==> config.mk <==
export PLATFORM = sky130hd
export DESIGN_NAME = aluCluster
export DESIGN_NICKNAME = d
export VERILOG_FILES = /design/src/verilog/alu_pkg.sv /design/src/verilog/instrDecoder.sv /design/src/verilog/laneDispatcher.sv /design/src/verilog/execLane.sv /design/src/verilog/resultCollector.sv /design/src/verilog/aluCluster.sv
export VERILOG_INCLUDE_DIRS = /design/src /design/src/verilog
export SDC_FILE = /design/constraint.sdc
export NUM_CORES = 1
export LEC_CHECK = 0
export BUFFER_PORTS_ARGS = -buffer_cell sky130_fd_sc_hd__clkbuf_2
export CAP_MARGIN = 20
export CORE_MARGIN = 1
export CORE_UTILIZATION = 25
export CTS_BUF_LIST = sky130_fd_sc_hd__clkbuf_4 sky130_fd_sc_hd__clkbuf_8 sky130_fd_sc_hd__clkbuf_16
export CTS_CLUSTER_SIZE = 24
export DETAILED_ROUTE_END_ITERATION = 10
export GPL_TIMING_DRIVEN = 0
export PLACE_DENSITY = 0.39
export SETUP_SLACK_MARGIN = 0.15
export SLEW_MARGIN = 15
export SYNTH_ARGS = -nofsm -noshare
export SYNTH_HDL_FRONTEND = slang
export SYNTH_SLANG_ARGS = --single-unit
export TNS_END_PERCENT = 20
==> constraint.sdc <==
create_clock -name clk -period 84.9 [get_ports clk]
set_input_delay 25.47 -clock clk [delete_from_list [all_inputs] [get_ports clk]]
set_output_delay 25.47 -clock clk [all_outputs]
set_load 0.01 [all_outputs]
==> src/verilog/alu_macros.svh <==
`ifndef ALU_MACROS_SVH
`define ALU_MACROS_SVH

// the cluster needs at least 2 execute lanes
`define LANE_COUNT 4

`define DATA_WIDTH 32
`define IMM_WIDTH 16
`define SHAMT_WIDTH 5

// request identifier echoed back with each result
`define TAG_WIDTH 8

`endif

==> src/verilog/alu_pkg.sv <==
`default_nettype none

`include "alu_macros.svh"

package alu_pkg;

    // codes 29 and up are not listed and decode as a nop
    typedef enum logic [4:0] {
        OP_ADD, OP_ADDU, OP_SUB, OP_SUBU,
        OP_AND, OP_OR, OP_XOR, OP_NOR,
        OP_SLT, OP_SLTU,
        OP_SLL, OP_SRL, OP_SRA,
        OP_SLLV, OP_SRLV, OP_SRAV,
        OP_ADDI, OP_ADDIU, OP_ANDI, OP_ORI, OP_XORI,
        OP_SLTI, OP_SLTIU, OP_LUI,
        OP_CLO, OP_CLZ,
        OP_LW, OP_SW,
        OP_NOP
    } instrOp;

    typedef enum logic [2:0] {
        CALC_R,
        CALC_I,
        MEM_READ,
        MEM_WRITE,
        OTHER
    } instrClass;

    typedef enum logic [4:0] {
        ALU_ZERO, ALU_PASS_A, ALU_PASS_B,
        ALU_ADD, ALU_SUB,
        ALU_AND, ALU_OR, ALU_XOR, ALU_NOR,
        ALU_SLT, ALU_SLTU,
        ALU_SLL, ALU_SRL, ALU_SRA,
        ALU_LUI, ALU_CLO, ALU_CLZ
    } aluOp;

    typedef struct packed {
        instrOp                   opcode;
        logic [`DATA_WIDTH-1:0]   dataRs;
        logic [`DATA_WIDTH-1:0]   dataRt;
        logic [`IMM_WIDTH-1:0]    imm16;
        logic [`SHAMT_WIDTH-1:0]  shamt;
        logic [`TAG_WIDTH-1:0]    tag;
    } aluRequest;

    typedef struct packed {
        aluOp                     op;
        logic [`DATA_WIDTH-1:0]   operandA;  // shift amount for shifts
        logic [`DATA_WIDTH-1:0]   operandB;  // value being shifted for shifts
        logic [`TAG_WIDTH-1:0]    tag;
    } aluMicroOp;

    typedef struct packed {
        logic [`TAG_WIDTH-1:0]    tag;
        logic [`DATA_WIDTH-1:0]   value;
    } aluResult;

endpackage

`default_nettype wire

==> src/verilog/instrDecoder.sv <==
`default_nettype none

`include "alu_macros.svh"

module instrDecoder (
    input  alu_pkg::aluRequest request,
    output alu_pkg::aluMicroOp microOp
);

    alu_pkg::instrClass     opClass;
    alu_pkg::aluOp          opAlu;
    logic                   zeroExtend;
    logic [`DATA_WIDTH-1:0] extImm;
    logic [`DATA_WIDTH-1:0] operandA;
    logic [`DATA_WIDTH-1:0] operandB;

    always_comb
    begin
        case (request.opcode)
            alu_pkg::OP_ADDI, alu_pkg::OP_ADDIU, alu_pkg::OP_ANDI, alu_pkg::OP_ORI,
            alu_pkg::OP_XORI, alu_pkg::OP_SLTI, alu_pkg::OP_SLTIU, alu_pkg::OP_LUI:
                opClass = alu_pkg::CALC_I;
            alu_pkg::OP_LW:  opClass = alu_pkg::MEM_READ;
            alu_pkg::OP_SW:  opClass = alu_pkg::MEM_WRITE;
            alu_pkg::OP_NOP: opClass = alu_pkg::OTHER;
            default:         opClass = (request.opcode > alu_pkg::OP_NOP) ?
                                       alu_pkg::OTHER : alu_pkg::CALC_R;
        endcase
    end

    always_comb
    begin
        case (request.opcode)
            alu_pkg::OP_ADD, alu_pkg::OP_ADDU, alu_pkg::OP_ADDI, alu_pkg::OP_ADDIU,
            alu_pkg::OP_LW, alu_pkg::OP_SW:            opAlu = alu_pkg::ALU_ADD;  // address sum
            alu_pkg::OP_SUB, alu_pkg::OP_SUBU:         opAlu = alu_pkg::ALU_SUB;
            alu_pkg::OP_AND, alu_pkg::OP_ANDI:         opAlu = alu_pkg::ALU_AND;
            alu_pkg::OP_OR, alu_pkg::OP_ORI:           opAlu = alu_pkg::ALU_OR;
            alu_pkg::OP_XOR, alu_pkg::OP_XORI:         opAlu = alu_pkg::ALU_XOR;
            alu_pkg::OP_NOR:                           opAlu = alu_pkg::ALU_NOR;
            alu_pkg::OP_SLT, alu_pkg::OP_SLTI:         opAlu = alu_pkg::ALU_SLT;
            alu_pkg::OP_SLTU, alu_pkg::OP_SLTIU:       opAlu = alu_pkg::ALU_SLTU;
            alu_pkg::OP_SLL, alu_pkg::OP_SLLV:         opAlu = alu_pkg::ALU_SLL;
            alu_pkg::OP_SRL, alu_pkg::OP_SRLV:         opAlu = alu_pkg::ALU_SRL;
            alu_pkg::OP_SRA, alu_pkg::OP_SRAV:         opAlu = alu_pkg::ALU_SRA;
            alu_pkg::OP_LUI:                           opAlu = alu_pkg::ALU_LUI;
            alu_pkg::OP_CLO:                           opAlu = alu_pkg::ALU_CLO;
            alu_pkg::OP_CLZ:                           opAlu = alu_pkg::ALU_CLZ;
            default:                                   opAlu = alu_pkg::ALU_ZERO;
        endcase
    end

    // the logical immediates take a zero-extended operand, everything else sign-extends
    assign zeroExtend = request.opcode inside {alu_pkg::OP_ANDI, alu_pkg::OP_ORI,
                                               alu_pkg::OP_XORI, alu_pkg::OP_LUI};

    assign extImm = zeroExtend ?
                    {{(`DATA_WIDTH-`IMM_WIDTH){1'b0}}, request.imm16} :
                    {{(`DATA_WIDTH-`IMM_WIDTH){request.imm16[`IMM_WIDTH-1]}}, request.imm16};

    assign operandA = (request.opcode inside {alu_pkg::OP_SLL, alu_pkg::OP_SRL, alu_pkg::OP_SRA}) ?
                      {{(`DATA_WIDTH-`SHAMT_WIDTH){1'b0}}, request.shamt} : request.dataRs;

    always_comb
    begin
        case (opClass)
            alu_pkg::CALC_I, alu_pkg::MEM_READ, alu_pkg::MEM_WRITE: operandB = extImm;
            alu_pkg::CALC_R:                                        operandB = request.dataRt;
            default:                                                operandB = '0;
        endcase
    end

    assign microOp = '{op: opAlu, operandA: operandA, operandB: operandB, tag: request.tag};

endmodule

`default_nettype wire

==> src/verilog/laneDispatcher.sv <==
`default_nettype none

`include "alu_macros.svh"

module laneDispatcher (
    input  logic                    clk,
    input  logic                    reset,
    input  logic                    inValid,
    input  alu_pkg::aluRequest      inRequest,
    output logic                    inReady,
    output logic [`LANE_COUNT-1:0]  laneInValid,
    output alu_pkg::aluMicroOp      laneInOp,
    input  logic [`LANE_COUNT-1:0]  laneInReady
);

    localparam int ptrWidth = $clog2(`LANE_COUNT);

    logic [ptrWidth-1:0] writePtr;
    logic                accept;

    instrDecoder u_instrDecoder (
        .request (inRequest),
        .microOp (laneInOp)  // every lane sees the decoded op, only one gets valid
    );

    assign inReady = laneInReady[writePtr];
    assign accept  = inValid && inReady;

    always_comb
    begin
        laneInValid           = '0;
        laneInValid[writePtr] = inValid;
    end

    always_ff @(posedge clk)
    begin
        if (reset)
            writePtr <= '0;
        else if (accept)
            writePtr <= (writePtr == ptrWidth'(`LANE_COUNT-1)) ? '0 : writePtr + 1'b1;
    end

endmodule

`default_nettype wire

==> src/verilog/execLane.sv <==
`default_nettype none

`include "alu_macros.svh"

module execLane (
    input  logic               clk,
    input  logic               reset,
    input  logic               inValid,
    input  alu_pkg::aluMicroOp inOp,
    output logic               inReady,
    output logic               outValid,
    output alu_pkg::aluResult  outResult,
    input  logic               outReady
);

    logic                   full;
    logic                   accept;
    logic [`DATA_WIDTH-1:0] aluValue;
    logic [`SHAMT_WIDTH-1:0] shiftAmount;
    alu_pkg::aluResult      resultReg;

    function automatic logic [`DATA_WIDTH-1:0] countLeading(
        input logic [`DATA_WIDTH-1:0] value,
        input logic                   bitValue
    );
        logic [`DATA_WIDTH-1:0] count;
        logic                   stop;
        count = '0;
        stop  = 1'b0;
        for (int i = `DATA_WIDTH-1; i >= 0; i--)
        begin
            if (!stop && value[i] == bitValue)
                count = count + 1'b1;
            else
                stop = 1'b1;
        end
        return count;
    endfunction

    assign shiftAmount = inOp.operandA[`SHAMT_WIDTH-1:0];

    always_comb
    begin
        case (inOp.op)
            alu_pkg::ALU_PASS_A: aluValue = inOp.operandA;
            alu_pkg::ALU_PASS_B: aluValue = inOp.operandB;
            alu_pkg::ALU_ADD:    aluValue = inOp.operandA + inOp.operandB;
            alu_pkg::ALU_SUB:    aluValue = inOp.operandA - inOp.operandB;
            alu_pkg::ALU_AND:    aluValue = inOp.operandA & inOp.operandB;
            alu_pkg::ALU_OR:     aluValue = inOp.operandA | inOp.operandB;
            alu_pkg::ALU_XOR:    aluValue = inOp.operandA ^ inOp.operandB;
            alu_pkg::ALU_NOR:    aluValue = ~(inOp.operandA | inOp.operandB);
            alu_pkg::ALU_SLT:    aluValue = `DATA_WIDTH'($signed(inOp.operandA) <
                                                         $signed(inOp.operandB));
            alu_pkg::ALU_SLTU:   aluValue = `DATA_WIDTH'(inOp.operandA < inOp.operandB);
            alu_pkg::ALU_SLL:    aluValue = inOp.operandB << shiftAmount;
            alu_pkg::ALU_SRL:    aluValue = inOp.operandB >> shiftAmount;
            alu_pkg::ALU_SRA:    aluValue = $signed(inOp.operandB) >>> shiftAmount;
            alu_pkg::ALU_LUI:    aluValue = {inOp.operandB[`IMM_WIDTH-1:0],
                                             {(`DATA_WIDTH-`IMM_WIDTH){1'b0}}};
            alu_pkg::ALU_CLO:    aluValue = countLeading(inOp.operandA, 1'b1);
            alu_pkg::ALU_CLZ:    aluValue = countLeading(inOp.operandA, 1'b0);
            default:             aluValue = '0;
        endcase
    end

    assign inReady   = !full || outReady;  // a draining result frees the slot this cycle
    assign accept    = inValid && inReady;
    assign outValid  = full;
    assign outResult = resultReg;

    always_ff @(posedge clk)
    begin
        if (reset)
            full <= 1'b0;
        else if (accept)
            full <= 1'b1;
        else if (outReady)
            full <= 1'b0;
    end

    always_ff @(posedge clk)
    begin
        if (accept)
            resultReg <= '{tag: inOp.tag, value: aluValue};
    end

endmodule

`default_nettype wire

==> src/verilog/resultCollector.sv <==
`default_nettype none

`include "alu_macros.svh"

module resultCollector (
    input  logic                    clk,
    input  logic                    reset,
    input  logic [`LANE_COUNT-1:0]  laneOutValid,
    input  alu_pkg::aluResult       laneOutResult [`LANE_COUNT],
    output logic [`LANE_COUNT-1:0]  laneOutReady,
    output logic                    outValid,
    output alu_pkg::aluResult       outResult,
    input  logic                    outReady
);

    localparam int ptrWidth = $clog2(`LANE_COUNT);

    logic [ptrWidth-1:0] readPtr;
    logic                drain;

    // lanes are read in the order the dispatcher filled them
    assign outValid  = laneOutValid[readPtr];
    assign outResult = laneOutResult[readPtr];
    assign drain     = outValid && outReady;

    always_comb
    begin
        laneOutReady          = '0;
        laneOutReady[readPtr] = outReady;
    end

    always_ff @(posedge clk)
    begin
        if (reset)
            readPtr <= '0;
        else if (drain)
            readPtr <= (readPtr == ptrWidth'(`LANE_COUNT-1)) ? '0 : readPtr + 1'b1;
    end

endmodule

`default_nettype wire

==> src/verilog/aluCluster.sv <==
`default_nettype none

`include "alu_macros.svh"

module aluCluster (
    input  logic               clk,
    input  logic               reset,
    input  logic               inValid,
    input  alu_pkg::aluRequest inRequest,
    output logic               inReady,
    output logic               outValid,
    output alu_pkg::aluResult  outResult,
    input  logic               outReady
);

    logic [`LANE_COUNT-1:0] laneInValid;
    logic [`LANE_COUNT-1:0] laneInReady;
    alu_pkg::aluMicroOp     laneInOp;
    logic [`LANE_COUNT-1:0] laneOutValid;
    logic [`LANE_COUNT-1:0] laneOutReady;
    alu_pkg::aluResult      laneOutResult [`LANE_COUNT];

    laneDispatcher u_laneDispatcher (
        .clk         (clk),
        .reset       (reset),
        .inValid     (inValid),
        .inRequest   (inRequest),
        .inReady     (inReady),
        .laneInValid (laneInValid),
        .laneInOp    (laneInOp),
        .laneInReady (laneInReady)
    );

    for (genvar i = 0; i < `LANE_COUNT; i++)
    begin : gLane
        execLane u_execLane (
            .clk       (clk),
            .reset     (reset),
            .inValid   (laneInValid[i]),
            .inOp      (laneInOp),
            .inReady   (laneInReady[i]),
            .outValid  (laneOutValid[i]),
            .outResult (laneOutResult[i]),
            .outReady  (laneOutReady[i])
        );
    end

    resultCollector u_resultCollector (
        .clk           (clk),
        .reset         (reset),
        .laneOutValid  (laneOutValid),
        .laneOutResult (laneOutResult),
        .laneOutReady  (laneOutReady),
        .outValid      (outValid),
        .outResult     (outResult),
        .outReady      (outReady)
    );

endmodule

`default_nettype wire

==> metrics.md <==
| Metric | Value |
|---|---|
| Layout cells sized above 1 | 0.1293 |
| Final Cycle Share | 0.6116 |
| Worst IR Drop VDD | 0.01090 mV |
| Worst-path maximum fanout | 5 |
| Fraction of registers with async set/reset | 0 |
| Outcome | completed |
| Site Rows | 113 |
| GRT Util Overall | 0.2262 |
| Post-CTS Hold Fix Bufs | 0 |
| Wire per inst | 25.45 microns |
| Count of different cell masters after synthesis | 128 |
| Max Slew Vio Count | 0 |
| Final hold viol count | 0 |
| Seq/Total Area, Yosys | 0.2058 |
| Die ar. | 0.09776 sq mm |
| CTS root buf | clkbuf_16 |
| Psw | 0.1680 mW |
| Port Buf Inserts | 130 |
| Synth area leader | edfxtp_1 |
| Final HPWL DP | 94680 microns |
| Post-synth EDFFs | 160 |
| Number of routed nets with antenna violations | 0 |
| Die H | 312.7 microns |
| Largest net degree at the start of global routing | 19 |
| Sink Count | 168 |
| Setup crit end kind | output port |
| Via count | 25060 |
| Avg Inst Size Synth | 7.985 sq um |
| Design area | 0.02738 sq mm |
| I/O pin count | 144 |
| Post-layout min period | 51.93 ns |
| Total iterations of the first detailed-routing run | 9 |
| Worst hold path type | reg2reg |
| Post-Syn Area | 0.02413 sq mm |
| Filler instances | 10480 |
| Remaining Overflow, GRT | 0 |
| Maximum clock insertion buffer count | 2 |
| Lkg Pwr | 10.42 nW |
| Post-CTS sizing | 0 |
| Setup Buffers After CTS | 0 |
| Relative slew slack | 0.1418 |
| Synth Flop Type | edfxtp_1 |
| Sw frac | 0.4467 |
| Max cap viols | 0 |
| Initial antenna violation count | 3 |
| Ant diodes | 0 |
| Internal | 0.2081 mW |
| WS Path Type | in2out |
| Commonest non-fill, non-tap cell in the layout | nand2_1 |
| Final wirelength | 113800 microns |
| Register area | 0.004965 sq mm |
| Core box area | 0.09529 sq mm |
| Clock Pin Slew Worst Setup and Hold Paths | 0.07 ns |
| FF+latch count, synth | 168 |
| First-pass GRT wire length | 166000 microns |
| Ys Warns | 0 |
| H-tree depth | 4 |
| RePlAce Congestion | 1.032 |
| Net Count, Synth | 3295 |
| Cell Pwr Density | 13.74 mW/mm^2 |
| CP required | 59.43 ns |
| Gate power share | 0.523 |
| Top cells by area, synth | edfxtp_1, ha_1, nand2_1 |
| Via density | 5.601 |
| P&R area growth vs syn | 13.48% |
| CTS tree | done |
| Setup violators final | 0 |
| CP startpoint kind | input port |
| Least-Margin Pin Slew | 1.287 ns |
| Clock Latency Late Sink | 0.42 ns |
| Cell Area, Placed | 0.02678 sq mm |
| Vias in the first global route | 24300 |
| Starting density of the core | 0.2532 |
| F_max | 0.01926 GHz |
| Synth top area share | 0.1991 |
| Syn Inst Count | 3022 |
| Sum Neg Setup Slack | 0 ns |
| Remaining DRCs | 0 |
| Seq pwr share | 0.277 |
| Worst EP arrival | 26.46 ns |
| Die width | 312.7 microns |
| Footprint of the multi-input gates | 0.01792 sq mm |
| RSZ-0062 raised after global routing | no |
| DR iter-0 viols | 2637 |
| Total clock buffers created by CTS | 17 |
| # nets final | 3470 |
| Clock share of power | 0.200 |
| Clock skew | 0.01263 ns |
| Commonest non-fill, non-tap cells in the layout | nand2_1, nor2_1, a21oi_1 |
cells in the mapped netlist (9+ instances only):
cell type,instances
a211oi_1,30
a21boi_0,9
a21o_1,40
a21oi_1,216
a221o_1,19
a221oi_1,20
a222oi_1,19
a22oi_1,50
a31o_2,10
a31oi_1,41
and2_1,29
and3_1,39
buf_1,28
clkbuf_1,121
edfxtp_1,160
ha_1,169
inv_1,139
mux2_2,27
mux2i_1,87
mux4_2,43
nand2_1,356
nand2b_1,19
nand3_1,95
nand4_1,31
nor2_1,330
nor2b_1,19
nor3_1,59
nor4_1,17
o2111ai_1,18
o211ai_1,38
o21a_1,15
o21ai_0,202
o21bai_1,23
o221ai_1,32
o22ai_1,32
o31ai_1,12
or2_2,16
or3_1,18
xnor2_1,87
xnor2_2,15
xnor3_2,9
xor2_1,53
cell type report:
type	instances	area share
flip-flops and latches	168	0.1813
multi-input cells	2538	0.6544
inverters	144	0.01974
clock buffers	17	0.01554
repair buffers	156	0.03738
plain buffers	172	0.02838
clock inverters	14	0.005483
well taps	1265	0.05780
per-stage QoR:
stage | instances | util | total power, mW | hold slack (ns) | worst slack, ns
5_1_grt | 4474 | 0.2873 | 0.3950 | 0.5733 | 32.90
3_5_place_dp | 4440 | 0.2810 | 0.2970 | 0.5141 | 32.97
3_3_place_gp | 4417 | 0.2766 | 0.2969 | 0.4891 | 33.04
4_1_cts | 4471 | 0.2871 | 0.3735 | 0.5272 | 32.97
2_1_floorplan | 3022 | - | 0.2224 | 0.4588 | 33.33
6_report | 4474 | 0.2873 | 0.3761 | 0.5267 | 32.97
flip-flops by register name, indices dropped and copies added (netlist names):
| signal | count |
|---|---|
| u_laneDispatcher.writePtr | 2 |
| gLane.u_execLane.outValid | 4 |
| gLane.u_execLane.outResult | 160 |
| u_resultCollector.readPtr | 2 |
worst max-delay path, stage by stage:
cell and delay, ns:
clkbuf_2 0.12, nand2_1 0.14, nand2_1 0.10, mux4_2 0.48, clkbuf_2 0.15
path summary, 6_finish.rpt:
path,cells after the start,slack (ns),end,start
min reg2reg,2,0.53,u_laneDispatcher.writePtr[0],u_laneDispatcher.writePtr[0]
min,2,0.53,u_laneDispatcher.writePtr[0],u_laneDispatcher.writePtr[0]
max reg2reg,10,81.77,u_laneDispatcher.writePtr[1],u_resultCollector.readPtr[0]
max,5,32.97,inReady,outReady
logic make-up (layout without fill, tap and decap cells):
group / Yosys count / in the layout / share of synthesized area
AO/OA/AOI/OAI: 919 / 919 / 0.2554
XOR/XNOR: 178 / 178 / 0.08457
adder cells (fa/ha/maj): 179 / 179 / 0.09261
buffers and inverters: 316 / 503 / 0.05460
flip-flops: 168 / 168 / 0.2058
multiplexers: 159 / 159 / 0.09033
AND/OR/NAND/NOR: 1103 / 1103 / 0.2167
power groups by stage:
stage	combinational (mW)	clock [mW]	sequential, mW
floorplan	0.117	0	0.106
global placement	0.190	0	0.107
detailed placement	0.191	0	0.106
CTS	0.192	0.0774	0.104
global route	0.210	0.0805	0.105
finish	0.197	0.0751	0.104
metal layers:
metal  vias up  global-route usage  routed length (microns)
met3       187             0.03189                     7606
met1     12180              0.3053                    50700
met4         2             0.07794                     3987
met5         -                   0                       13
met2      1027              0.3679                    51540
li1      11660                   -                        -
Note: power is estimated with default switching activity, not from simulation.
